===== config.mk =====
export PLATFORM = sky130hd
export DESIGN_NAME = align_read_result
export DESIGN_NICKNAME = d
export VERILOG_FILES = /design/src/design/align_mem_pkg.sv /design/src/design/align_read_result.sv
export VERILOG_INCLUDE_DIRS = /design/src /design/src/design
export SDC_FILE = /design/constraint.sdc
export NUM_CORES = 1
export LEC_CHECK = 0
export ABC_AREA = 0
export BUFFER_PORTS_ARGS = -buffer_cell sky130_fd_sc_hd__buf_2
export CAP_MARGIN = 20
export CORE_MARGIN = 4
export CORE_UTILIZATION = 43
export CTS_CLUSTER_SIZE = 25
export DETAILED_ROUTE_END_ITERATION = 10
export PLACE_DENSITY = 0.94
export SLEW_MARGIN = 0
export SYNTH_ARGS = -nofsm -noshare
export SYNTH_HDL_FRONTEND = slang
export SYNTH_SLANG_ARGS = --single-unit

===== constraint.sdc =====
create_clock -name clk -period 4.3 [get_ports clk]
set_input_delay 0.86 -clock clk [delete_from_list [all_inputs] [get_ports clk]]
set_output_delay 0.86 -clock clk [all_outputs]
set_load 0.01 [all_outputs]

===== src/design/align_consts.svh =====
`ifndef ALIGN_CONSTS_SVH
`define ALIGN_CONSTS_SVH

//////////////////////////////
// Logical word
//////////////////////////////

`define ALIGN_WIDTH      32                             // Data bits per word
`define ALIGN_PARITY     1                              // Even parity bit stored
`define ALIGN_MEMWDTH    (`ALIGN_WIDTH + `ALIGN_PARITY) // Stored bits per word

//////////////////////////////
// Address space and layout
//////////////////////////////

`define ALIGN_NUMADDR    1024 // Logical words
`define ALIGN_BITADDR    10
`define ALIGN_NUMWRDS    4    // Words packed into one row
`define ALIGN_BITWRDS    2
`define ALIGN_NUMSROW    256  // SRAM rows
`define ALIGN_BITSROW    8

`define ALIGN_SRAM_DELAY 2    // Read latency in cycles

`endif

===== src/design/align_mem_pkg.sv =====
`default_nettype none

`include "align_consts.svh"

// Data and address types of the packed memory
package align_mem_pkg;

  //////////////////////////////
  // Data
  //////////////////////////////

  typedef logic [`ALIGN_WIDTH-1:0]                  word_t;  // Logical word
  typedef logic [`ALIGN_MEMWDTH-1:0]                mword_t; // Word plus parity
  typedef logic [`ALIGN_NUMWRDS*`ALIGN_MEMWDTH-1:0] row_t;   // Row data or bit mask

  //////////////////////////////
  // Addressing
  //////////////////////////////

  typedef logic [`ALIGN_BITSROW-1:0]                srow_t;
  typedef logic [`ALIGN_BITWRDS-1:0]                wsel_t;
  typedef logic [`ALIGN_BITADDR-1:0]                addr_t;
  typedef logic [`ALIGN_BITWRDS+`ALIGN_BITSROW-1:0] padr_t;  // {wsel, row}

endpackage

`default_nettype wire


===== src/design/align_read_result.sv =====
`timescale 1ns/1ps
`default_nettype none

`include "align_consts.svh"

module align_read_result
  import align_mem_pkg::*;
(
  input  wire logic  clk,
  input  wire logic  rst,
  input  wire row_t  mem_dout,
  input  wire wsel_t rsel,
  input  wire srow_t rrow,
  input  wire logic  rtag,
  output word_t      dout,
  output logic       serr,
  output padr_t      padr,
  output logic       rd_vld
);

  mword_t lane;
  word_t  lane_data;
  logic   lane_perr;

  // Pull the addressed word down to bit 0
  assign lane      = mword_t'(mem_dout >> (rsel * `ALIGN_MEMWDTH));
  assign lane_data = lane[`ALIGN_WIDTH-1:0];
  assign lane_perr = (`ALIGN_PARITY != 0) && (^lane); // Even parity over data and parity bit

  always_ff @(posedge clk) begin
    if (rst) begin
      rd_vld <= 1'b0;
      serr   <= 1'b0;
    end else begin
      rd_vld <= rtag;
      serr   <= rtag && lane_perr;
    end
  end

  always_ff @(posedge clk) begin
    if (rtag) begin
      dout <= lane_data;
      padr <= {rsel, rrow};
    end
  end

endmodule

`default_nettype wire


== Word level (Yosys, flattened, before mapping) ==
Cells that the tools add are included.
W data, S select, Z words.

* Multiply operators: 1
* Shift-type cells: 1
* Reduce and logical (&&, ||, !) cells: 2

{| class="wikitable"
|+ Operators by type and width
! operator !! count
|-
| $shr A132 B8 Y33 || 1
|-
| $reduce_xor A33 Y1 || 1
|-
| $mul A2 B6 Y8 const B || 1
|-
| $logic_and A1 B1 Y1 || 1
|}

* Register bits: 44
* Bits of input ports: 145
* Output and inout port bits: 44
* Logic and storage cells: 8

== Longest topological paths before layout ==
* Depth after elaboration: 4
* Depth in mapped cells: 8
* Depth with buffers taken out: 6

== Worst setup path after synthesis ==
Ideal clock, no wire load.

* Path type: input to register
* From: input rsel[0]
* To: register serr
* Library setup time: 72 ps
* Data arrival time: 2859 ps
* Data required time: 4228 ps
* Setup slack: 1369 ps
* Stages on the path: 8
* Buffers on the path: 2
* Cells stage by stage: buf_6 > buf_12 > mux4_1 > xnor2_1 > xnor2_1 > xnor3_1 > or3b_1 > mux2i_1

* Word-level cells in the longest chain between the ends: 4

{| class="wikitable"
|+ Ends and longest elaborated chain
! what !! RTL line !! source
|-
| from (decl) || align_read_result.sv:12 || <nowiki>input wire wsel_t rsel,</nowiki>
|-
| $mul A2 B6 Y8 (no source line) || -- ||
|-
| $shr A132 B8 Y33 || align_read_result.sv:26 || <nowiki>assign lane = mword_t'(mem_dout >> (rsel * `ALIGN_MEMWDTH));</nowiki>
|-
| net lane[7] || align_read_result.sv:21 || <nowiki>mword_t lane;</nowiki>
|-
| $reduce_xor A33 Y1 || align_read_result.sv:28 || <nowiki>assign lane_perr = (`ALIGN_PARITY != 0) && (^lane);</nowiki>
|-
| $logic_and A1 B1 Y1 || align_read_result.sv:36 || <nowiki>serr <= rtag && lane_perr;</nowiki>
|-
| to (signal assigned) || align_read_result.sv:36 ||
|-
| to (decl) || align_read_result.sv:16 || <nowiki>output logic serr,</nowiki>
|}

The timed path passes the listed nets, and every way through them passes these cells.
A chain may end at the register's enable or synchronous reset.

== Final worst setup path ==
Ends and elaborated chain as after synthesis.

==> summary.md <==
| Metric | Value |
|---|---|
| Post_cts resized | 0 |
| Largest net degree at the start of global routing | 45 |
| Fillers | between 400 and 500 |
| CTS tree | yes |
| Slew @ Worst Pin | ~0.99 ns |
| Hold Fails Final Rpt | 0 |
| Unique masters post-synth | 16 |
| RSZ-0062 raised after global routing | false |
| Rel. slew slack | 34.2% |
| Root Driver | clkbuf_8 |
| IO Count | roughly 190 |
| Die Footprint | between 7000 and 8000 um^2 |
| Clock sink total | 44 |
| Status | finished clean |
| Share of layout cells above drive strength 1 | between 70% and 80% |
| Post-synthesis instance total | approximately 120 |
| Iteration-0 DRC Markers | 56 |
| Reg area | around 1300 um^2 |
| Leakage | 1.60 nW |
| VDD IR max | 0.163 mV |
| Post-synthesis simple-gate area fraction | less than 1% |
| Placed cell area | roughly 3500 um^2 |
| Dominant cells by area after synthesis | edfxtp_1 (51%), mux4_2 (17%), mux4_1 (15%) |
| Total grt overflow | 0 |
| Hpwl dp | 5680 um |
| Crit path required time | between 4 and 5 ns |
| Vias | a little under 2000 |
| Period Utilization, post-route | roughly 74% |
| Post-CTS Setup Bufs | 0 |
| Post-Synth XOR/XNOR Area | a little under an eighth |
| Ant diodes | 0 |
| Seq/Total Area, Yosys | a little over half |
| Multi-input logic area | 1110 um^2 |
| Max cap viols | 0 |
| # H-tree levels | 2 |
| Overall Global Routing Usage | 19.1% |
| Syn avg cell area | 21.2 um^2 |
| DR WL/cell | around 18 um |
| CTS buffer count | 5 |
| Area grow syn2layout | 41.7% |
| Starting Density | between 40% and 50% |
| Count of final setup violators | 0 |
| Die height | roughly 84 um |
| Vias in the first global route | 2147 |
| Synthesis Warnings | 0 |
| I/O Buffers | about 190 |
| Die Wd | about 84 um |
| Post-synthesis mux area share | between 30 and 40% |
| Post-Syn Area | between 2000 and 2500 um^2 |
| Detailed Route WL | roughly 6900 um |
| Worst Hold Depth | 2 |
| Post-route cell area | roughly 3500 um^2 |
| Slew Limit Fails | 0 |
| Vias per cell | 5.16 |
| Nets | ~450 |
| Crit path DAT | roughly 3.4 ns |
| RD Place Congestion | between 0.8 and 0.9 |
| Element type at the critical path end | flop |
| Remaining antenna violation count | 0 |
| Synth Area in Adders | 0% |
| Fin crit period | 3.20 ns |
| CP Launch Type | input pin |
| Crit Path Class | in2reg |
| Area leader, netlist | edfxtp_1 |
| Largest family of logic cells by synthesized area | multiplexers |
| First-pass GRT wire length | ~10000 um |
| DR pass1 iterations | 4 |
| Fmax | 313 MHz |
| Setup_tns | 0 ns |
| Longest Clk Path Bufs | 2 |
| Reg clk slew, reported paths | 0.08 ns |
| Crit path from | rsel[0] |
| Hold_buf cts | 0 |
| Initial antenna violation count | 0 |
| PD cells | 330 nW/um^2 |
| Number of remaining DRC errors | 0 |
| Crit-path max FO | 17 |
| Synth Area in Compound Gates | 0% |
| Syn_nets | about 260 |
| Row Count | 27 |
| CP endpoint | serr$_SDFF_PP0_ |
| Core footprint | between 5000 and 6000 um^2 |
| Area share of the leading cell type in the synthesized netlist | approximately half |
| Worst hold path type | in2reg |
| Yosys reg bits | 44 |
[Yosys cell counts]
cell and instances:
edfxtp_1 42, xnor2_1 21, mux4_2 19, mux4_1 14, xor2_1 5, buf_2 3
buf_12 2, buf_6 2, dfxtp_1 2, xnor3_1 2, clkbuf_2 1, mux2i_1 1
nand2_1 1, nor2b_1 1, or3b_1 1, xnor2_2 1
[sequential cells by signal, indices dropped and copies added (netlist names)]
name / count
padr: 10
rd_vld: 1
dout: 32
serr: 1
[placed cells by master (no fill, tap or decap)]
cell and n:
xnor3_1 2, mux4_2 19, nand2_1 1, edfxtp_1 42
clkbuf_8 5, buf_2 188, buf_4 2, or3b_1 1
mux2i_1 1, nor2b_1 1, clkinv_2 1, xnor2_2 1
clkbuf_1 1, mux4_1 14, dfxtp_1 2, xor2_1 5
xnor2_1 21
[how the worst min path moves through the flow]
| stage | from | endpoint | slack [ns] |
|---|---|---|---|
| floorplan | rst | rd_vld$_SDFF_PP0_ | 0.94 |
| global placement | rrow[5] | padr[5]$_DFFE_PP_ | 1.04 |
| detailed placement | rrow[1] | padr[1]$_DFFE_PP_ | 1.04 |
| CTS | rrow[1] | padr[1]$_DFFE_PP_ | 0.73 |
| global route | rrow[2] | padr[2]$_DFFE_PP_ | 0.73 |
| finish | rst | rd_vld$_SDFF_PP0_ | 0.74 |
[critical path, stage by stage]
cell	delay, ns
buf_2	0.37
buf_4	0.38
mux4_2	0.56
xor2_1	0.19
xnor2_1	0.16
xnor3_1	0.42
or3b_1	0.36
mux2i_1	0.12
[logic make-up after synthesis]
family,Yosys count
xor gates and xnor gates,29
buffers and inverters,8
DFF,44
muxes,34
and+or+nand+nor,3
[cell type report]
class                           count  share of cell area (%)
Clock buffer                        6                    2.05
Clock inverter                      1                   0.141
Multi-Input combinational cell     66                    31.5
Sequential cell                    44                    36.8
Tap cell                           72                    2.55
Timing Repair Buffer              190                    27.0
[power breakdown]
| part | internal, mW | switching, mW | leakage, nW |
|---|---|---|---|
| sequential | 0.521 | 0.0115 | 0.428 |
| combinational | 0.232 | 0.160 | 1.14 |
| clock | 0.111 | 0.131 | 0.0410 |
[per-layer routing]
metal	GRT usage, %	part of all wire, %	vias to the layer above
li1	-	-	883
met5	0	0	-
met1	20.4	33	931
met4	7.89	2.2	0
met2	35.5	55	125
met3	5.00	10	15
[per-stage QoR]
step	worst slack, ns	std cells	hold WS, ns	util (%)	total power, mW
final	1.10	379	0.745	63.5	1.17
after detailed placement	0.764	372	1.04	62.1	0.939
after CTS	1.07	379	0.734	63.5	1.18
after global placement	0.813	372	1.04	62.1	0.931
after global routing	0.900	379	0.731	63.5	1.23
after floorplan	1.37	118	0.943	-	0.801
Note: power is estimated with default switching activity, not from simulation.
