--- config.mk ---
export PLATFORM = sky130hd
export DESIGN_NAME = align_row_access
export DESIGN_NICKNAME = d
export VERILOG_FILES = /design/src/design/align_mem_pkg.sv /design/src/design/align_cmd_pkg.sv /design/src/design/align_row_access.sv
export VERILOG_INCLUDE_DIRS = /design/src /design/src/design
export SDC_FILE = /design/constraint.sdc
export NUM_CORES = 1
export LEC_CHECK = 0
export ABC_AREA = 1
export BUFFER_PORTS_ARGS = -buffer_cell sky130_fd_sc_hd__buf_2
export CORE_AREA = 8 8 124 126
export DETAILED_ROUTE_END_ITERATION = 8
export DIE_AREA = 0 0 132 134
export PLACE_DENSITY = 0.61
export SLEW_MARGIN = 20
export SYNTH_ARGS = -nofsm -noshare
export SYNTH_HDL_FRONTEND = slang
export SYNTH_SLANG_ARGS = --single-unit
--- constraint.sdc ---
create_clock -name clk -period 4.8 [get_ports clk]
set_clock_uncertainty 0.2 [all_clocks]
set_input_delay 0.24 -clock clk [delete_from_list [all_inputs] [get_ports clk]]
set_output_delay 0.24 -clock clk [all_outputs]
set_load 0.01 [all_outputs]
--- src/design/align_consts.svh ---
`ifndef ALIGN_CONSTS_SVH
`define ALIGN_CONSTS_SVH

//////////////////////////////
// Logical word
//////////////////////////////

`define ALIGN_WIDTH      32                             // Data bits per word
`define ALIGN_PARITY     1                              // Even parity bit stored
`define ALIGN_MEMWDTH    (`ALIGN_WIDTH + `ALIGN_PARITY) // Stored bits per word

//////////////////////////////
// Address space and layout
//////////////////////////////

`define ALIGN_NUMADDR    1024 // Logical words
`define ALIGN_BITADDR    10
`define ALIGN_NUMWRDS    4    // Words packed into one row
`define ALIGN_BITWRDS    2
`define ALIGN_NUMSROW    256  // SRAM rows
`define ALIGN_BITSROW    8

`define ALIGN_SRAM_DELAY 2    // Read latency in cycles

`endif
--- src/design/align_mem_pkg.sv ---
`default_nettype none

`include "align_consts.svh"

// Data and address types of the packed memory
package align_mem_pkg;

  //////////////////////////////
  // Data
  //////////////////////////////

  typedef logic [`ALIGN_WIDTH-1:0]                  word_t;  // Logical word
  typedef logic [`ALIGN_MEMWDTH-1:0]                mword_t; // Word plus parity
  typedef logic [`ALIGN_NUMWRDS*`ALIGN_MEMWDTH-1:0] row_t;   // Row data or bit mask

  //////////////////////////////
  // Addressing
  //////////////////////////////

  typedef logic [`ALIGN_BITSROW-1:0]                srow_t;
  typedef logic [`ALIGN_BITWRDS-1:0]                wsel_t;
  typedef logic [`ALIGN_BITADDR-1:0]                addr_t;
  typedef logic [`ALIGN_BITWRDS+`ALIGN_BITSROW-1:0] padr_t;  // {wsel, row}

endpackage

`default_nettype wire

--- src/design/align_cmd_pkg.sv ---
`default_nettype none

// Access opcodes carried from decode into the execute stage
package align_cmd_pkg;

  typedef enum logic [1:0] {
    OP_IDLE  = 2'd0,
    OP_READ  = 2'd1,
    OP_WRITE = 2'd2
  } op_e;

endpackage

`default_nettype wire

--- src/design/align_row_access.sv ---
`timescale 1ns/1ps
`default_nettype none

`include "align_consts.svh"

module align_row_access
  import align_cmd_pkg::*;
  import align_mem_pkg::*;
(
  input  wire logic  clk,
  input  wire logic  rst,
  input  wire op_e   op,
  input  wire wsel_t wsel,
  input  wire srow_t srow,
  input  wire word_t wword,
  input  wire logic  winj,
  output logic       mem_read,
  output logic       mem_write,
  output srow_t      mem_addr,
  output row_t       mem_bw,
  output row_t       mem_din,
  output wsel_t      rsel,
  output srow_t      rrow,
  output logic       rtag
);

  logic   wpar;
  mword_t sword;

  // Read tracking, one slot per SRAM delay stage
  logic [`ALIGN_SRAM_DELAY-1:0] tag_pipe;
  wsel_t                        sel_pipe [`ALIGN_SRAM_DELAY];
  srow_t                        row_pipe [`ALIGN_SRAM_DELAY];

  //////////////////////////////
  // SRAM request
  //////////////////////////////

  assign wpar  = (^wword) ^ winj;          // Inverted for fault injection
  assign sword = mword_t'({wpar, wword});  // Drops parity when not stored

  assign mem_read  = (op == OP_READ);
  assign mem_write = (op == OP_WRITE);
  assign mem_addr  = srow;

  // Only the addressed lane is enabled, the rest of the row is untouched
  assign mem_din = row_t'(sword) << (wsel * `ALIGN_MEMWDTH);
  assign mem_bw  = row_t'({`ALIGN_MEMWDTH{1'b1}}) << (wsel * `ALIGN_MEMWDTH);

  //////////////////////////////
  // Reads in flight
  //////////////////////////////

  always_ff @(posedge clk) begin
    if (rst) begin
      tag_pipe <= '0;
    end else begin
      tag_pipe[0] <= mem_read;
      for (int i = 1; i < `ALIGN_SRAM_DELAY; i++) begin
        tag_pipe[i] <= tag_pipe[i-1];
      end
    end
  end

  always_ff @(posedge clk) begin
    sel_pipe[0] <= wsel;
    row_pipe[0] <= srow;
    for (int i = 1; i < `ALIGN_SRAM_DELAY; i++) begin
      sel_pipe[i] <= sel_pipe[i-1];
      row_pipe[i] <= row_pipe[i-1];
    end
  end

  assign rsel = sel_pipe[`ALIGN_SRAM_DELAY-1];
  assign rrow = row_pipe[`ALIGN_SRAM_DELAY-1];
  assign rtag = tag_pipe[`ALIGN_SRAM_DELAY-1]; // Lines up with mem_dout

endmodule

`default_nettype wire

# After elaboration in Yosys (flattened, before gate mapping)
# Memory sizes are Yosys's and may differ from the RTL's.
# Cells that the tools add are included.
[totals] wordCells=10 romBits=0 mem_count=2 reg_bits=2 latch_bits=0 inputBits=47 ramBits=20
[classes] muxes=0 add_sub_neg=0 eq_ne=2 bitwise_logic=1 n_lt_le_gt_ge=0 n_reduce_logical=1 div_mod_pow=0 n_shift=2 multipliers=1
[memory_table] name="row_pipe" depth=2 width=8 read_ports=2 rd_ports_with_merged_regs=0 write_ports=2 line_no="align_row_access.sv:33" text="srow_t row_pipe [`ALIGN_SRAM_DELAY];"
[memory_table] name="sel_pipe" depth=2 width=2 read_ports=2 rd_ports_with_merged_regs=0 write_ports=2 line_no="align_row_access.sv:32" text="wsel_t sel_pipe [`ALIGN_SRAM_DELAY];"
[ops] cell="$shl A33 B8 Y132" n=1
[ops] cell="$shl A33 B8 Y132 const A" n=1
[ops] cell="$reduce_xor A32 Y1" n=1
[ops] cell="$mul A2 B6 Y8 const B" n=1
[ops] cell="$eq A2 B1 Y1 const B" n=1
[ops] cell="$eq A2 B2 Y1 const B" n=1
[ops] cell="$xor A1 B1 Y1" n=1

# Longest topological paths before layout
# Gate-level depths: netlist of run 1.
[logic_depth] depth_word=3 depth_mapped=15

# Least setup slack after synthesis of run 1
# Ideal clock, no wire load.
[synth_timing] path_type="input -> output" start="in wsel[1]" end="out mem_din[0]" t_required_ns=4.360 path_stages=4 t_arrival_ns=2.152 setup_slack_ns=2.208 cell_sequence="nor2_1 inv_1 buf_1 nor2_1"
[synth_between] elab_chain_len=2
[synth_lines] item="start: declaration" line_no="align_row_access.sv:13" text="input wire wsel_t wsel,"
[synth_lines] item="$mul A2 B6 Y8 (no line)"
[synth_lines] item="$shl A33 B8 Y132" line_no="align_row_access.sv:47" text="assign mem_din = row_t'(sword) << (wsel * `ALIGN_MEMWDTH);"
[synth_lines] item="end: declaration" line_no="align_row_access.sv:21" text="output row_t mem_din,"
# Every way passes these cells.

# Worst setup path in the final report of run 1
[layout_timing] start="in wsel[0]" end="out mem_bw[82]"
[layout_between] elab_chain_len=2
[layout_lines] item="$mul A2 B6 Y8 (no line)"
[layout_lines] item="$shl A33 B8 Y132" line_no="align_row_access.sv:48" text="assign mem_bw = row_t'({`ALIGN_MEMWDTH{1'b1}}) << (wsel * `ALIGN_MEMWDTH);"
[layout_lines] item="end: declaration" line_no="align_row_access.sv:20" text="output row_t mem_bw,"
# Every way passes these cells.

==> impl_metrics.ini, run 1 <==
[synth]
synth_warnings = 0
synth_compound_area_share_pct = 0
postSynthAreaPerCell_um2 = 6.00
yosysSeqAreaShare_pct = 15.5
ys.flop_type = dfxtp_1
synth_edf_count = 0
synth_nets = 522
ys_ff_latch = 22
syn_inst = 475
synth-xor-area-share_pct = 7.47
synth_common_cells = 146 x buf_4, 145 x nor2_1, 68 x nand2_1
synth_top_area_cell = buf_4
syn_area_um2 = 2850
async_reset_ff_share_pct = 0
synth-simple-area-share_pct = 30.3
synth_cell_types = 15
yosys-top-cells-area = buf_4 38%, nor2_1 19%, dfxtp_1 15%
synth_fa_ha_area_share_pct = 0
synthMuxAreaShare_pct = 0
post-synth-top-count-cell = buf_4
synth_top_cell_area_share_pct = 38.5
synth_top_family_by_area = buffers and inverters

[hold_path]
holdPathEnd = tag_pipe[0]
holdPathStages = 3
hold_class = in2reg
hp-start = op[0]

[clock_tree]
clkLatencyLatePin_ps = 250
ctsResizeCount = 0
cts_buffer_depth = 2
post-cts-setup-buffers = 0
cts_tree = done
clkTransAtPathRegs_ps = 50
numCtsBuffers = 3
clock-sinks = 22
htreeDepth = 1
cts_root_buf = clkbuf_16

[power]
p_switching_uw = 297
internal_power_uw = 464
sw_frac_of_total_pct = 39.1
clkPwrFrac_pct = 24.7
leakagePower_uw = 0.00274
vdd_drop_max_uv = 78.3
pwr-share-comb_pct = 49.8
pwr-share-seq_pct = 25.5
powerDensity_nw_per_um2 = 199

[placement]
place_ws_ps = 2360
port_buffers = 331
hpwlAfterDp_mm = 9.19
gp_congestion = 0.754

[routing]
wirelength_mm = 11.0
drtIter0Drc = 131
wl_per_cell_um = 13.0
drc = 0
ant_nets = 0
viasPerCell = 3.66
dr_total_vias = 3101
drt_first_pass_iters = 4

[setup_path]
crit_path_start_kind = input pin
crit_arrival_ps = 2490
worstPathMaxFanout = 33
critPathKind = in2out
required_ps = 4360
regToRegEndpoint = tag_pipe[1]
end_kind = output pin
cp_slowest_cell = dlygate4sd3_1
reg2reg_depth = 2
crit_start = wsel[0]
r2r_slack_ps = 4130
r2r-start = tag_pipe[0]
crit_path_max_incr_delay_ps = 540
crit_chain = dlygate4sd3_1, buf_2, inv_1, nand2_1, buf_4, inv_1, buf_2

[layout]
antennaDiodeCount = 0
area_growth_pct = 34.4
nets = 716
fill_cells = 1519
drive_above_1_share_pct = 54.6

[die]
start_util_pct = 21.1
dieArea_um2 = 17700
die_w_um = 132
io_pins = 332
die_y_um = 134
core_um2 = 13500
rows = 43

[timing]
finalMaxSlewViolations = 0
rsz0062_at_grt = no
fmax_mhz = 341
setup_viol = 0
max_slew.worst_pin.slew_ps = 703
period_share_pct = 61.0
max-slew-margin-rel_pct = 53.1
tns_ps = 0
hold_viol = 0
setup_ws_ps = 1870
period_minus_slack_ps = 2930

[run]
maxCapViolations = 0

[global_routing]
track_usage_pct = 11.2
grt_pass1_wl_mm = 16.5
antenna_found_initial = 0
grt-ovfl-total = 0
grt_pass1_vias = 3053
grt_max_degree = 35

[status]
status = finished, final reports clean
-- worst max-delay path by stage --
| stage | cells past startpoint | endpoint |
|---|---|---|
| 2_1_floorplan | 4 | mem_din[0] |
| 3_5_place_dp | 6 | mem_bw[67] |
| 5_1_grt | 7 | mem_bw[66] |
| 4_1_cts | 7 | mem_bw[67] |
| 3_3_place_gp | 6 | mem_bw[66] |
| 6_report | 7 | mem_bw[82] |
-- metal layers --
layer | vias to the layer above | routed length [um] | global-route usage (%)
met5 | - | 0 | 0
met4 | 0 | 59 | 1.98
met3 | 4 | 1090 | 3.93
met2 | 175 | 5370 | 20.1
met1 | 1313 | 4500 | 12.7
li1 | 1609 | - | -
-- power by group through the flow --
stage                     clock network (uW)  logic (uW)  registers, uW
after detailed placement                   0         380            198
after global placement                     0         379            198
after CTS                                191         389            194
after global routing                     200         424            195
final                                    188         379            194
after floorplan                            0         290            198
-- state kept, by name, indices dropped and copies added (netlist names) --
signal / cells
sel_pipe: 4
tag_pipe: 2
row_pipe: 16
-- worst max-delay path, delay by kind of cell --
kind / cells / cell delay (ps)
buf+inv: 6 / 1850
simple gates: 1 / 380
-- kinds of logic after synthesis --
kind of cell | count (synthesis)
AND/OR/NAND/NOR | 224
XOR/XNOR | 20
buffers and inverters | 209
flip-flops | 22
-- area by class of cell --
cell class                 instances  area [um^2]  area share, %
timing repair buffer             347         1810           47.2
clock buffer                       4         88.8           2.32
tap                              180          225           5.88
multi-input combinational        244         1070           28.1
inverter                          51          191           5.00
sequential                        22          440           11.5
-- through the flow --
step | hold slack [ps] | power [uW] | util [%] | instance area (um^2) | cells
2_1_floorplan | 67.7 | 488 | - | 2850 | 475
4_1_cts | 41.4 | 774 | 28.3 | 3830 | 848
3_3_place_gp | 110 | 577 | 26.8 | 3620 | 832
5_1_grt | 66.6 | 818 | 28.3 | 3830 | 848
3_5_place_dp | 115 | 578 | 26.8 | 3620 | 832
6_report | 46.2 | 761 | 28.3 | 3830 | 848
-- what timing repair did --
item                                    in CTS  in global routing
endpoints found under the hold margin       12                  0
hold buffers                                12                  0
endpoints found under the setup margin       0                  0
-- layout by cell type, fill, tap and decap left out, types with 6 or more instances in the layout --
cell	netlist	routed
nor2_1	145	145
inv_2	14	15
inv_1	37	36
buf_2	0	331
dlygate4sd3_1	0	12
nand2_1	68	68
xor2_1	7	7
nand2_2	6	6
dfxtp_1	22	22
xnor2_1	8	8
No activity file was read; power rests on OpenSTA's default activity.
==> run 2: changes to the inputs <==
==> constraint.sdc (replaced) <==
create_clock -name clk -period 2.9 [get_ports clk]
set_clock_uncertainty 0.2 [all_clocks]
set_input_delay 0.145 -clock clk [delete_from_list [all_inputs] [get_ports clk]]
set_output_delay 0.145 -clock clk [all_outputs]
set_load 0.01 [all_outputs]
==> impl_metrics.ini, run 2 (synthesis gave the netlist of run 1 again) <==
[status]
status = finished, final reports clean

[power]
leakagePower_uw = 0.00276
clkPwrFrac_pct = 28.5
power.total_uw = 1330
vdd_drop_max_uv = 207
powerDensity_nw_per_um2 = 344
pwr-share-comb_pct = 47.3
pwr-share-seq_pct = 24.2
internal_power_uw = 833
p_switching_uw = 496
sw_frac_of_total_pct = 37.3

[setup_path]
crit_arrival_ps = 2060
crit_path_start_kind = input pin
worstPathMaxFanout = 21
end_kind = output pin
required_ps = 2560
critPathKind = in2out

[layout]
post-route-cell-area_um2 = 3860
nets = 718
final_cell_mix = 331 x buf_2, 145 x nor2_1, 68 x nand2_1
antennaDiodeCount = 0
top_register = row_pipe
layout_commonest_cell = buf_2
area_growth_pct = 35.6
drive_above_1_share_pct = 54.5
largestRegisters = row_pipe: 16 flops, sel_pipe: 4 flops, tag_pipe: 2 flops
largest_register_ffs = 16

[global_routing]
antenna_found_initial = 0
track_usage_pct = 11.5
grt_pass1_vias = 3036
grt-ovfl-total = 0
grt_max_degree = 35
grt_pass1_wl_mm = 16.6

[die]
die_y_um = 134
core_um2 = 13500
start_util_pct = 21.1
rows = 43
die_w_um = 132
dieArea_um2 = 17700
io_pins = 332

[clock_tree]
post-cts-setup-buffers = 0
clock-sinks = 22
holdBufCountCts = 13
cts_root_buf = clkbuf_16
htreeDepth = 1
ctsResizeCount = 0
clkLatencyLatePin_ps = 260
cts_tree = done
clkTransAtPathRegs_ps = 60
numCtsBuffers = 3
cts_buffer_depth = 2

[timing]
max-slew-margin-rel_pct = 40.4
setup_ws_ps = 495
tns_ps = 0
hold_viol = 0
hold_ws_ps = 126
period_share_pct = 82.9
period_minus_slack_ps = 2410
setup_viol = 0
finalMaxSlewViolations = 0
max_slew.worst_pin.slew_ps = 893
rsz0062_at_grt = no
fmax_mhz = 416

[placement]
port_buffers = 331
place_ws_ps = 996
hpwlAfterDp_mm = 9.13
dpl-instance-area_um2 = 3630
gp_congestion = 0.718

[routing]
dr_total_vias = 3120
drc = 0
wirelength_mm = 11.1
drt_first_pass_iters = 4
wl_per_cell_um = 13.0
viasPerCell = 3.67
drtIter0Drc = 117
ant_nets = 0

[hold_path]
hold_class = reg2reg

[run]
maxCapViolations = 0
==> run 2: cell type report <==
class	count	area, um^2
fill	1522	9640
clock inverter	1	30.0
inverter	51	191
sequential	22	440
multi-input combinational	244	1070
timing repair buffer	349	1820
tap	180	225
clock buffer	3	75.1
==> run 2: metal layers <==
metal | track usage (%) | wire, um | part of all wire [%] | vias to the layer above
met5 | 0 | 0 | 0 | -
li1 | - | - | - | 1613
met3 | 4.04 | 1020 | 9.2 | 7
met1 | 12.4 | 4510 | 41 | 1327
met2 | 20.5 | 5410 | 49 | 173
met4 | 3.77 | 141 | 1.3 | 0
==> run 2: critical path, stage by stage <==
cell and delay (ps):
dlygate4sd3_1 530, buf_2 140, nor2_1 60, inv_1 640, buf_4 340, nor2_1 60
buf_2 140
==> run 2: final timing paths <==
kind / from / endpoint / slack, ps / cells past startpoint
worst max-delay path: wsel[1] / mem_din[2] / 490 / 7
worst min-delay path: sel_pipe[0][0] / sel_pipe[0][2] / 130 / 0
worst max register to register: tag_pipe[0] / tag_pipe[1] / 2240 / 2
worst min register to register: sel_pipe[0][0] / sel_pipe[0][2] / 130 / 0
==> run 2: metrics by stage <==
stage / std cells / utilization, %
after global placement: 833 / 26.9
after global routing: 850 / 28.6
final: 850 / 28.6
after CTS: 850 / 28.6
after detailed placement: 833 / 26.9
after floorplan: 475 / -
==> run 2: power groups by stage <==
stage / Sequential [uW] / Clock [uW] / Combinational, uW
after floorplan: 327 / 0 / 481
after global placement: 327 / 0 / 627
after detailed placement: 328 / 0 / 628
after CTS: 321 / 392 / 644
after global routing: 322 / 405 / 703
final: 321 / 379 / 629
