File: config.mk
export PLATFORM = sky130hd
export DESIGN_NAME = align_addr_decode
export DESIGN_NICKNAME = d
export VERILOG_FILES = /design/src/design/align_mem_pkg.sv /design/src/design/align_cmd_pkg.sv /design/src/design/align_addr_decode.sv
export VERILOG_INCLUDE_DIRS = /design/src /design/src/design
export SDC_FILE = /design/constraint.sdc
export NUM_CORES = 1
export LEC_CHECK = 0
export BUFFER_PORTS_ARGS = -buffer_cell sky130_fd_sc_hd__buf_2
export CAP_MARGIN = 0
export CORE_MARGIN = 2
export CORE_UTILIZATION = 30
export CTS_CLUSTER_SIZE = 40
export DETAILED_ROUTE_END_ITERATION = 10
export GPL_TIMING_DRIVEN = 0
export PLACE_DENSITY_LB_ADDON = 0.08
export SETUP_SLACK_MARGIN = 0.3
export SYNTH_ARGS = -nofsm -noshare
export SYNTH_HDL_FRONTEND = slang
export SYNTH_SLANG_ARGS = --single-unit
File: constraint.sdc
create_clock -name clk -period 0.8 [get_ports clk]
set_input_delay 0.24 -clock clk [delete_from_list [all_inputs] [get_ports clk]]
set_output_delay 0.24 -clock clk [all_outputs]
set_load 0.01 [all_outputs]
File: src/design/align_consts.svh
`ifndef ALIGN_CONSTS_SVH
`define ALIGN_CONSTS_SVH

//////////////////////////////
// Logical word
//////////////////////////////

`define ALIGN_WIDTH      32                             // Data bits per word
`define ALIGN_PARITY     1                              // Even parity bit stored
`define ALIGN_MEMWDTH    (`ALIGN_WIDTH + `ALIGN_PARITY) // Stored bits per word

//////////////////////////////
// Address space and layout
//////////////////////////////

`define ALIGN_NUMADDR    1024 // Logical words
`define ALIGN_BITADDR    10
`define ALIGN_NUMWRDS    4    // Words packed into one row
`define ALIGN_BITWRDS    2
`define ALIGN_NUMSROW    256  // SRAM rows
`define ALIGN_BITSROW    8

`define ALIGN_SRAM_DELAY 2    // Read latency in cycles

`endif
File: src/design/align_mem_pkg.sv
`default_nettype none

`include "align_consts.svh"

// Data and address types of the packed memory
package align_mem_pkg;

  //////////////////////////////
  // Data
  //////////////////////////////

  typedef logic [`ALIGN_WIDTH-1:0]                  word_t;  // Logical word
  typedef logic [`ALIGN_MEMWDTH-1:0]                mword_t; // Word plus parity
  typedef logic [`ALIGN_NUMWRDS*`ALIGN_MEMWDTH-1:0] row_t;   // Row data or bit mask

  //////////////////////////////
  // Addressing
  //////////////////////////////

  typedef logic [`ALIGN_BITSROW-1:0]                srow_t;
  typedef logic [`ALIGN_BITWRDS-1:0]                wsel_t;
  typedef logic [`ALIGN_BITADDR-1:0]                addr_t;
  typedef logic [`ALIGN_BITWRDS+`ALIGN_BITSROW-1:0] padr_t;  // {wsel, row}

endpackage

`default_nettype wire

File: src/design/align_cmd_pkg.sv
`default_nettype none

// Access opcodes carried from decode into the execute stage
package align_cmd_pkg;

  typedef enum logic [1:0] {
    OP_IDLE  = 2'd0,
    OP_READ  = 2'd1,
    OP_WRITE = 2'd2
  } op_e;

endpackage

`default_nettype wire

File: src/design/align_addr_decode.sv
`timescale 1ns/1ps
`default_nettype none

`include "align_consts.svh"

module align_addr_decode
  import align_cmd_pkg::*;
  import align_mem_pkg::*;
(
  input  wire logic  clk,
  input  wire logic  rst,
  input  wire logic  read,
  input  wire logic  write,
  input  wire addr_t addr,
  input  wire word_t din,
  input  wire logic  err_inj,
  output op_e        op,
  output wsel_t      wsel,
  output srow_t      srow,
  output word_t      wword,
  output logic       winj
);

  op_e   op_nxt;
  wsel_t wsel_nxt;
  srow_t srow_nxt;

  assign op_nxt = read  ? OP_READ  :
                  write ? OP_WRITE : OP_IDLE;

  // Arithmetic split so a non power of two word count still packs densely
  assign wsel_nxt = wsel_t'(addr % `ALIGN_NUMWRDS);
  assign srow_nxt = srow_t'(addr / `ALIGN_NUMWRDS);

  always_ff @(posedge clk) begin
    if (rst) begin
      op <= OP_IDLE;
    end else begin
      op <= op_nxt;
    end
  end

  always_ff @(posedge clk) begin
    wsel  <= wsel_nxt;
    srow  <= srow_nxt;
    wword <= din;
    winj  <= write & err_inj; // Only meaningful on writes
  end

  //////////////////////////////
  // Request checks
  //////////////////////////////

  ast_rd_wr_excl: assert property (@(posedge clk) disable iff (rst)
    read |-> !write);

endmodule

`default_nettype wire

Word-level counts from Yosys, hierarchy flattened:

Index checks and enable logic that the tools add are counted.

* multiply operators: 0
* bitwise operators: 1
* shifts and indexed selects: 0
* muxes and demuxes: 2
* reductions and logical operators: 1
* div/mod/pow operators: 0
* add/sub/neg operators: 0
* eq/ne operators: 0
* $lt $le $gt $ge: 0

Operator list (number)
* $mux 2: 1
* $reduce_or 2->1: 1
* $and 1x1->1: 1
* $mux 1: 1

* RAM bits: 0
* bits in latches: 0
* input bits: 47
* memories: 0
* bits in registers: 45
* ROM bits: 0

Logic depth before layout (Yosys ltp):

Gate-level depths: netlist (run 1).

* word-level depth: 2
* gate-level depth with buffers: 1
* gate-level depth less buffers: 1

Worst setup path after synthesis (run 1):

OpenSTA, ideal clock, no wires.

* path kind: reg2out
* start: register op[0]
* end: output op[0]
* path slack: 0.229 ns
* arrival time: 0.331 ns
* data required time: 0.560 ns
* stages on the path, launching flop included: 1
* cell sequence: dfxtp_1

RTL lines
* start, declared: RTL line align_addr_decode.sv:17 `output op_e op,`
* start signal, assigned: RTL line align_addr_decode.sv:39 `op <= op_nxt;`

No word-level cell between the ends.

Worst setup path after layout (run 1):

* start: register wword[5]
* end: output wword[5]

RTL lines
* start, declared: RTL line align_addr_decode.sv:20 `output word_t wword,`
* start signal, assigned: RTL line align_addr_decode.sv:46 `wword <= din;`

No word-level cell between the ends.

==> results of run 1 <==
final timing paths:
| path | from | to | depth (start not counted) |
|---|---|---|---|
| min | din[17] | wword[17]$_DFF_P_ | 1 |
| max | wword[5]$_DFF_P_ | wword[5] | 1 |
cell usage after synthesis:
master    n  area share
dfxtp_1  45        0.97
and2_1    1      0.0068
nor2b_1   1      0.0068
nor3b_2   1       0.014
kinds of logic after synthesis:
| kind of cell | after synthesis |
|---|---|
| and+or+nand+nor | 3 |
| DFF | 45 |
metal layers:
layer / vias up / wire length [um] / track usage
met2: 53 / 1030 / 0.184
li1: 341 / - / -
met5: - / 0 / 0
met1: 300 / 569 / 0.0913
met4: 0 / 21 / 0.0476
met3: 4 / 283 / 0.0830
power by group:
group	internal [mW]	switching (mW)
Sequential	2.38	0.0518
Clock	0.416	0.609
Combinational	0.290	0.132
registers in the layout, indices dropped and copies added, names as in the netlist:
signal	cells
op	2
srow	8
wword	32
wsel	2
winj	1
cell type report:
class | instances | area [sq um] | area share
timing repair buffer | 91 | 737 | 0.406
sequential | 45 | 957 | 0.527
multi-input combinational | 3 | 25.0 | 0.0138
clock buffer | 7 | 55.1 | 0.0303
tap | 33 | 41.3 | 0.0227
cell usage in the layout (no fill, tap or decap):
cell / synthesis / layout
clkbuf_8: 0 / 1
clkbuf_1: 0 / 1
and2_1: 1 / 1
clkbuf_4: 0 / 5
buf_2: 0 / 46
dfxtp_2: 0 / 45
nor2b_1: 1 / 1
buf_6: 0 / 45
nor3b_2: 1 / 1
what timing repair did:
action	in CTS	in global routing
hold endpoints to repair	42	42
resized for setup	45	0
setup endpoints to repair	45	45
==> metrics.md, run 1 <==
| Metric | Value |
|---|---|
| Drt pass-1 iters | 4 |
| GRT overflow | 0 |
| Unrepaired setup endpoints after global routing | yes |
| F_max | 977 MHz |
| Initial drt markers | 10 |
| Max-cap violation count | 0 |
| Class of the most critical hold timing path | in2reg |
| Critical Path End Type | primary output |
| Synth Net Count | 95 |
| Setup WS post-layout | -0.224 ns |
| Total GRT Usage | 0.107 |
| Fin. max-slew vios | 0 |
| Initial Util | 0.308 |
| Post-synthesis adder-cell area fraction | 0 |
| Crit path cell chain | buf_6 |
| Simple-gate portion of the synthesized area | 0.0270 |
| Crit path time final | 1.02 ns |
| CP Class | reg2out |
| Final setup viols | 45 |
| Status | complete, but fails checks |
| Largest fanout on the critical path | 1 |
| Avg Inst Size Synth | 19.3 sq um |
| Synth warn | 0 |
| Die Area | 3550 sq um |
| Hold_ws | -0.00366 ns |
| Worst path bufs/invs | 1 |
| Via count | 698 |
| CP required | 0.56 ns |
| Nets | 193 |
| Complex-gate fraction of the synthesized area | 0 |
| CP max-delay cell | dfxtp_2 |
| Vias in the first global route | 638 |
| Placeable Area | 3000 sq um |
| Postcts setup bufs | 0 |
| CTS tree | built |
| CP startpoint kind | register |
| Die height | 59.6 um |
| Fin crit share | 1.28 |
| Final hold vios | 16 |
| Netlist Area Pre-Place | 926 sq um |
| Relative slew slack | 0.927 |
| Detailed-route wire length | 1910 um |
| Worst VDD drop | 0.00130 V |
| Largest family of logic cells by synthesized area | simple AND/OR/NAND/NOR gates |
| Pwr per Cell Area | 2140 nW/um^2 |
| Worst EP arrival | 0.78 ns |
| Leak pwr | 0.873 nW |
| Residual DRC count | 0 |
| # diodes | 0 |
| Synthesized flop and latch total | 45 |
| DR WL/cell | 10.7 um |
| Post-DP Area | 1480 sq um |
| Area Overhead vs Synth | 96.1% |
| Distinct cells, synth | 4 |
| Die X | 59.6 um |
| Num CTS Buffers | 5 |
| Avg Vias per Cell | 3.90 |
| Site row count | 20 |
| Initial antenna violation count | 0 |
| Post-Syn Instances | 48 |
| Clock Root Buffer | clkbuf_4 |
| Failing checks | negative hold slack, negative setup slack |
| Final Total Pwr | 3.88 mW |
| Clock sinks | 45 |
| Placed cell count | 172 |
| Final std cells w/o fill | 179 |
| Ports | 92 |
| Top cell family by delay on the critical path | flip-flops |
| Multiplexer share of the synthesized area | 0 |
| Clock Path Buffers | 2 |
| Global-route wire length before repair | 2660 um |
| CP max stage delay | 0.34 ns |
| Fraction of final layout cells with drive strength greater than 1 | 0.979 |
| Final ANT Viol Nets | 0 |
| Largest net degree at the start of global routing | 13 |
| GPL Wtd Cong | 0.609 |
| Final Cell Area | 1820 sq um |
| Worst slew pin tran | 0.109 ns |
| Seq/Total Area, Yosys | 0.973 |
| Fillcell total | 240 |
| Port bufs | 91 |
| Setup TNS Final | -9.57 ns |
| Xor/xnor share of the synthesized area | 0 |
| Worst-path clk slew | 0.11 ns |
| Pre-CTS WS | 0.137 ns |
| Fin util | 0.605 |
| H-Tree Depth | 2 |
Note: power is estimated with default switching activity, not from simulation.
==> inputs of run 2 (changes only) <==
--- a/config.mk
+++ b/config.mk
@@ -14,7 +14,7 @@
 export DETAILED_ROUTE_END_ITERATION = 10
 export GPL_TIMING_DRIVEN = 0
 export PLACE_DENSITY_LB_ADDON = 0.08
-export SETUP_SLACK_MARGIN = 0.3
+export SETUP_SLACK_MARGIN = 0.02
 export SYNTH_ARGS = -nofsm -noshare
 export SYNTH_HDL_FRONTEND = slang
 export SYNTH_SLANG_ARGS = --single-unit
==> run 2 against run 1 <==
  * The flow finishes with violations (negative setup slack)
  * Sequential power barely moved
  * Maximum frequency fell by 1.2%
  * Core utilization rose by 5.8 points
  * Final area rose by 9.5%
  * Hold slack improved by 0.065 ns
  * Sequential share of layout area fell by 6.8 points
  * Total power rose by 4.1%
  * Routed wire length rose by 29%
  * Critical endpoint is now srow[6]
  * Highest routed layer unchanged
==> metrics.md, run 2 (synthesis gave the netlist of run 1 again) <==
| Metric | Value |
|---|---|
| Status | complete, but fails checks |
| Failing checks | negative setup slack |
| Met1 Use GR | 0.113 (+0.0221) |
| Area Overhead vs Synth | 115% |
| Nets | 235 (+22%) |
| Global-route wire length before repair | 3280 um (+24%) |
| Int Pwr | 3.20 mW (+3.5%) |
| Via count | 850 (+22%) |
| Worst slew pin tran | 0.118 ns (+0.00956 ns) |
| Switch Pwr | 0.843 mW (+6.3%) |
| # diodes | 0 (unchanged) |
| Max-cap violation count | 0 (unchanged) |
| Initial drt markers | 10 (unchanged) |
| Crit path time final | 1.04 ns (+0.0124 ns) |
| Most Crowded Layer GR | met2 |
| Top cell family by delay on the critical path | flip-flops |
| Worst EP arrival | 0.80 ns (+0.02 ns) |
| F_max | 965 MHz (-1.2%) |
| Worst path bufs/invs | 1 (unchanged) |
| Crit path cell chain | buf_6 |
| Hold path depth | 2 (+1) |
| GRT overflow | 0 (unchanged) |
| Met3 Track Usage GR | 0.0699 (-0.0131) |
| CTS tree | built |
| CP startpoint kind | register |
| Switch share | 0.209 (+0.00441) |
| Hold_ws | 0.0611 ns (+0.0647 ns) |
| Final hold vios | 0 (-16) |
| Most flops, register | wword |
| Fraction of final layout cells with drive strength greater than 1 | 0.582 (-0.397) |
| Max FFs per register | 32 (unchanged) |
| CP max stage delay | 0.34 ns (about the same) |
| Avg Vias per Cell | 3.83 (-1.8%) |
| Worst VDD drop | 0.00152 V (+17%) |
| Drt pass-1 iters | 2 (-2) |
| Setup TNS Final | -9.95 ns (-0.379 ns) |
| Placeable Area | 3000 sq um (unchanged) |
| Hold Path Sink | op[1]$_SDFF_PP0_ |
| Multi-input logic area | 25.0 sq um (unchanged) |
| Clk network pwr share | 0.287 (+0.023) |
| Worst-path clk slew | 0.12 ns (about the same) |
| CP required | 0.56 ns (about the same) |
| Num CTS Buffers | 5 (unchanged) |
| Unrepaired setup endpoints after global routing | yes |
| Seq. cell area | 913 sq um (-4.6%) |
| CP Class | reg2out |
| Port bufs | 91 (unchanged) |
| Clock Path Buffers | 2 (unchanged) |
| Initial Util | 0.308 (unchanged) |
| DR WL/cell | 11.1 um (+4.4%) |
| Initial antenna violation count | 0 (unchanged) |
| Final setup viols | 45 (unchanged) |
| Setup WS post-layout | -0.236 ns (-0.0124 ns) |
| CP max-delay cell | dfxtp_2 |
| Site row count | 20 (unchanged) |
| Clock sinks | 45 (unchanged) |
| Vias in the first global route | 841 (+32%) |
| Class of the most critical hold timing path | in2reg |
| Ports | 92 (unchanged) |
| Relative slew slack | 0.921 (-0.00605) |
| Detailed-route wire length | 2470 um (+29%) |
| Leak pwr | 0.986 nW (+13%) |
| Die X | 59.6 um (unchanged) |
| Largest fanout on the critical path | 1 (unchanged) |
| Residual DRC count | 0 (unchanged) |
| GPL Wtd Cong | 0.594 (-2.5%) |
| Total GRT Usage | 0.130 (+0.0228) |
| Min-delay src | read |
| Pwr per Cell Area | 2030 nW/um^2 (-5.0%) |
| Sequential Power Share | 0.593 (-0.034) |
| Fin util | 0.662 (+0.0575) |
| Most common cell after layout, fill and taps aside | buf_2 |
| Clock Root Buffer | clkbuf_4 |
| H-Tree Depth | 2 (unchanged) |
| Most frequent cells in the layout | buf_2 (81), dlygate4sd3_1 (42), dfxtp_1 (35) |
| Met2 track demand over resource | 0.246 (+0.0628) |
| Fillcell total | 237 (-1.3%) |
| Logic gate share of total power | 0.120 (+0.011) |
| Largest net degree at the start of global routing | 14 (+1) |
| Fin. max-slew vios | 0 (unchanged) |
| Fin crit share | 1.30 (+0.0156) |
| Final ANT Viol Nets | 0 (unchanged) |
| Biggest regs | wword: 32 flops, srow: 8 flops |
| Die Area | 3550 sq um (unchanged) |
| Critical Path End Type | primary output |
| Die height | 59.6 um (unchanged) |
run 2: cell count changes in the layout (fill, tap and decap cells not counted), sizes merged:
cell         delta
clkinv          +1
dlygate4sd3    +42
run 2: cell type report:
class                      count  share of cell area
multi-input combinational      3              0.0126
clock buffer                   7              0.0327
clock inverter                 1             0.00252
sequential                    45               0.459
tap                           33              0.0208
timing repair buffer         133               0.472
run 2: metal layers:
metal  vias to the layer above  share of wire
li1                        428              -
met1                       367           0.37
met2                        53           0.53
met3                         2          0.088
met4                         0         0.0053
met5                         -              0
run 2: how the worst max path moves through the flow:
| stage | start | endpoint | slack (ns) | depth (start not counted) |
|---|---|---|---|---|
| finish | srow[6]$_DFF_P_ | srow[6] | -0.24 | 1 |
| detailed placement | wword[22]$_DFF_P_ | wword[22] | 0.14 | 1 |
| CTS | wword[22]$_DFF_P_ | wword[22] | -0.27 | 1 |
| floorplan | op[0]$_SDFF_PP0_ | op[0] | 0.23 | 0 |
| global placement | srow[3]$_DFF_P_ | srow[3] | 0.15 | 1 |
| global route | wword[24]$_DFF_P_ | wword[24] | -0.28 | 1 |
run 2: power groups by stage:
stage               Clock (mW)  Sequential (mW)  Combinational (mW)
floorplan                    0             2.51             0.00570
global placement             0             2.43               0.290
detailed placement           0             2.44               0.295
CTS                       1.21             2.39               0.454
global route              1.30             2.41               0.519
finish                    1.16             2.40               0.483
run 2: metrics by stage:
step	cell area [sq um]	total power, mW	cells	worst slack (ns)
after global routing	1990	4.23	222	-0.284
after floorplan	926	2.51	48	0.229
final	1990	4.04	222	-0.236
after CTS	1920	4.05	222	-0.266
after global placement	1420	2.72	172	0.151
after detailed placement	1420	2.73	172	0.137
run 2: what timing repair did:
action	4_1_cts	5_1_grt
resized for setup	2	19
setup endpoints to repair	45	45
setup buffers	0	0
hold buffers	42	0
hold endpoints to repair	42	0
==> inputs of run 3 (changes only) <==
--- a/config.mk
+++ b/config.mk
@@ -12,9 +12,8 @@
 export CORE_UTILIZATION = 30
 export CTS_CLUSTER_SIZE = 40
 export DETAILED_ROUTE_END_ITERATION = 10
-export GPL_TIMING_DRIVEN = 0
 export PLACE_DENSITY_LB_ADDON = 0.08
-export SETUP_SLACK_MARGIN = 0.02
+export SETUP_SLACK_MARGIN = 0.5
 export SYNTH_ARGS = -nofsm -noshare
 export SYNTH_HDL_FRONTEND = slang
 export SYNTH_SLANG_ARGS = --single-unit
==> run 3 against run 2 <==
  * The flow finishes with violations (negative hold slack, negative setup slack)
  * Routed wire length is 26% lower
  * Final area down 8.7%
  * Cell count fell by 19%
  * Highest routed layer unchanged
==> metrics.md, run 3 (synthesis gave the netlist of run 1 again) <==
| Metric | Value |
|---|---|
| Initial Util | 0.308 (unchanged) |
| Worst path bufs/invs | 1 (unchanged) |
| Clock sinks | 45 (unchanged) |
| Detailed-route wire length | 1830 um (-26%) |
| Global-route wire length before repair | 2480 um (-25%) |
| Via count | 703 (-17%) |
| Hold_ws | -0.00380 ns (-0.0649 ns) |
| Die X | 59.6 um (unchanged) |
| Setup TNS Final | -9.47 ns (+0.486 ns) |
| Worst slew pin tran | 0.119 ns (+0.000501 ns) |
| Clock Root Buffer | clkbuf_4 |
| Seq. cell area | 957 sq um (+4.8%) |
| Fillcell total | 247 (+4.2%) |
| Placed cell count | 172 (unchanged) |
| Worst EP arrival | 0.78 ns (-0.02 ns) |
| Fin crit share | 1.27 (-0.0240) |
| Ports | 92 (unchanged) |
| Total GRT Usage | 0.102 (-0.0286) |
| Final HPWL DP | 1410 um |
| Setup WS post-layout | -0.217 ns (+0.0192 ns) |
| Top cell family by delay on the critical path | flip-flops |
| Final ANT Viol Nets | 0 (unchanged) |
| Fraction of final layout cells with drive strength greater than 1 | 0.979 (+0.397) |
| H-Tree Depth | 2 (unchanged) |
| Die height | 59.6 um (unchanged) |
| GRT overflow | 0 (unchanged) |
| Worst VDD drop | 0.00133 V (-12%) |
| CP max stage delay | 0.33 ns (about the same) |
| CTS tree | built |
| Initial drt markers | 4 (-6) |
| Vias in the first global route | 627 (-25%) |
| Max-cap violation count | 0 (unchanged) |
| Unrepaired setup endpoints after global routing | yes |
| Failing checks | negative hold slack, negative setup slack |
| Leak pwr | 0.873 nW (-11%) |
| CP required | 0.56 ns (about the same) |
| Initial antenna violation count | 0 (unchanged) |
| Placeable Area | 3000 sq um (unchanged) |
| Area Overhead vs Synth | 96.1% |
| Pwr per Cell Area | 2130 nW/um^2 (+4.9%) |
| Final setup viols | 45 (unchanged) |
| Largest net degree at the start of global routing | 13 (-1) |
| Most common cell after layout, fill and taps aside | buf_2 |
| Site row count | 20 (unchanged) |
| Crit path time final | 1.02 ns (-0.0192 ns) |
| Class of the most critical hold timing path | in2reg |
| Drt pass-1 iters | 4 (+2) |
| Worst-path clk slew | 0.11 ns (about the same) |
| F_max | 983 MHz (+1.9%) |
| CP max-delay cell | dfxtp_2 |
| Port bufs | 91 (unchanged) |
| Fin. max-slew vios | 0 (unchanged) |
| Status | complete, but fails checks |
| Critical Path End Type | primary output |
| Most frequent cells in the layout | buf_2 (46), dfxtp_2 (45), buf_6 (45) |
| Clock Path Buffers | 2 (unchanged) |
| CP startpoint kind | register |
| Final std cells w/o fill | 179 (-19%) |
| Residual DRC count | 0 (unchanged) |
| Final Cell Area | 1820 sq um (-8.7%) |
| Nets | 193 (-18%) |
| Max FFs per register | 32 (unchanged) |
| Biggest regs | wword: 32 flops, srow: 8 flops |
| Final hold vios | 10 (+10) |
| Avg Vias per Cell | 3.93 (+2.6%) |
| Post-DP Area | 1480 sq um (+4.0%) |
| GPL Wtd Cong | 0.665 (+12%) |
| Num CTS Buffers | 5 (unchanged) |
| DR WL/cell | 10.2 um (-8.2%) |
| CP Class | reg2out |
| Crit path cell chain | buf_6 |
| Most flops, register | wword |
| Relative slew slack | 0.921 (about the same) |
| Largest fanout on the critical path | 1 (unchanged) |
| Multi-input logic area | 25.0 sq um (unchanged) |
| # diodes | 0 (unchanged) |
| Die Area | 3550 sq um (unchanged) |
run 3: cell types whose count changed in the layout (fill, tap and decap cells not counted), sizes merged:
cell,before,now
clkinv,1,0
dlygate4sd3,42,0
run 3: cell type report:
cell class / count / area share
timing repair buffer: 91 / 0.406
sequential: 45 / 0.527
clock buffer: 7 / 0.0303
multi-input combinational: 3 / 0.0138
tap: 33 / 0.0227
run 3: metal layers:
layer | vias to the layer above | track usage | routed length (um)
met3 | 3 | 0.0917 | 299
met5 | - | 0 | 0
li1 | 341 | - | -
met4 | 0 | 0.0476 | 23
met1 | 305 | 0.0816 | 549
met2 | 54 | 0.168 | 955
run 3: power breakdown:
part / total, mW / switching [mW] / internal (mW) / leakage, nW
logic: 0.420 / 0.130 / 0.290 / 0.461
registers: 2.43 / 0.0506 / 2.38 / 0.380
clock network: 1.01 / 0.599 / 0.416 / 0.0314
total: 3.87 / 0.780 / 3.09 / 0.873
run 3: timing repair:
item | 4_1_cts | 5_1_grt
endpoints found under the hold margin | 42 | 42
setup buffers | 0 | 0
setup endpoints to repair | 45 | 45
gates resized for setup | 45 | 0
pin swaps | 0 | 0
run 3: final timing paths:
check                        startpoint           endpoint  slack, ns  cells after the start
worst min-delay path            din[15]  wword[15]$_DFF_P_     -0.004                      1
worst max-delay path  wword[25]$_DFF_P_          wword[25]      -0.22                      1
run 3: metrics by stage:
stage,hold slack [ns],util,power (mW),setup WS [ns]
after floorplan,0.268,-,2.54,0.244
after global placement,0.342,0.493,2.75,0.144
after detailed placement,0.344,0.493,2.75,0.142
after CTS,-0.0270,0.605,3.95,-0.244
after global routing,-0.0462,0.605,4.07,-0.276
final,-0.00380,0.605,3.87,-0.217
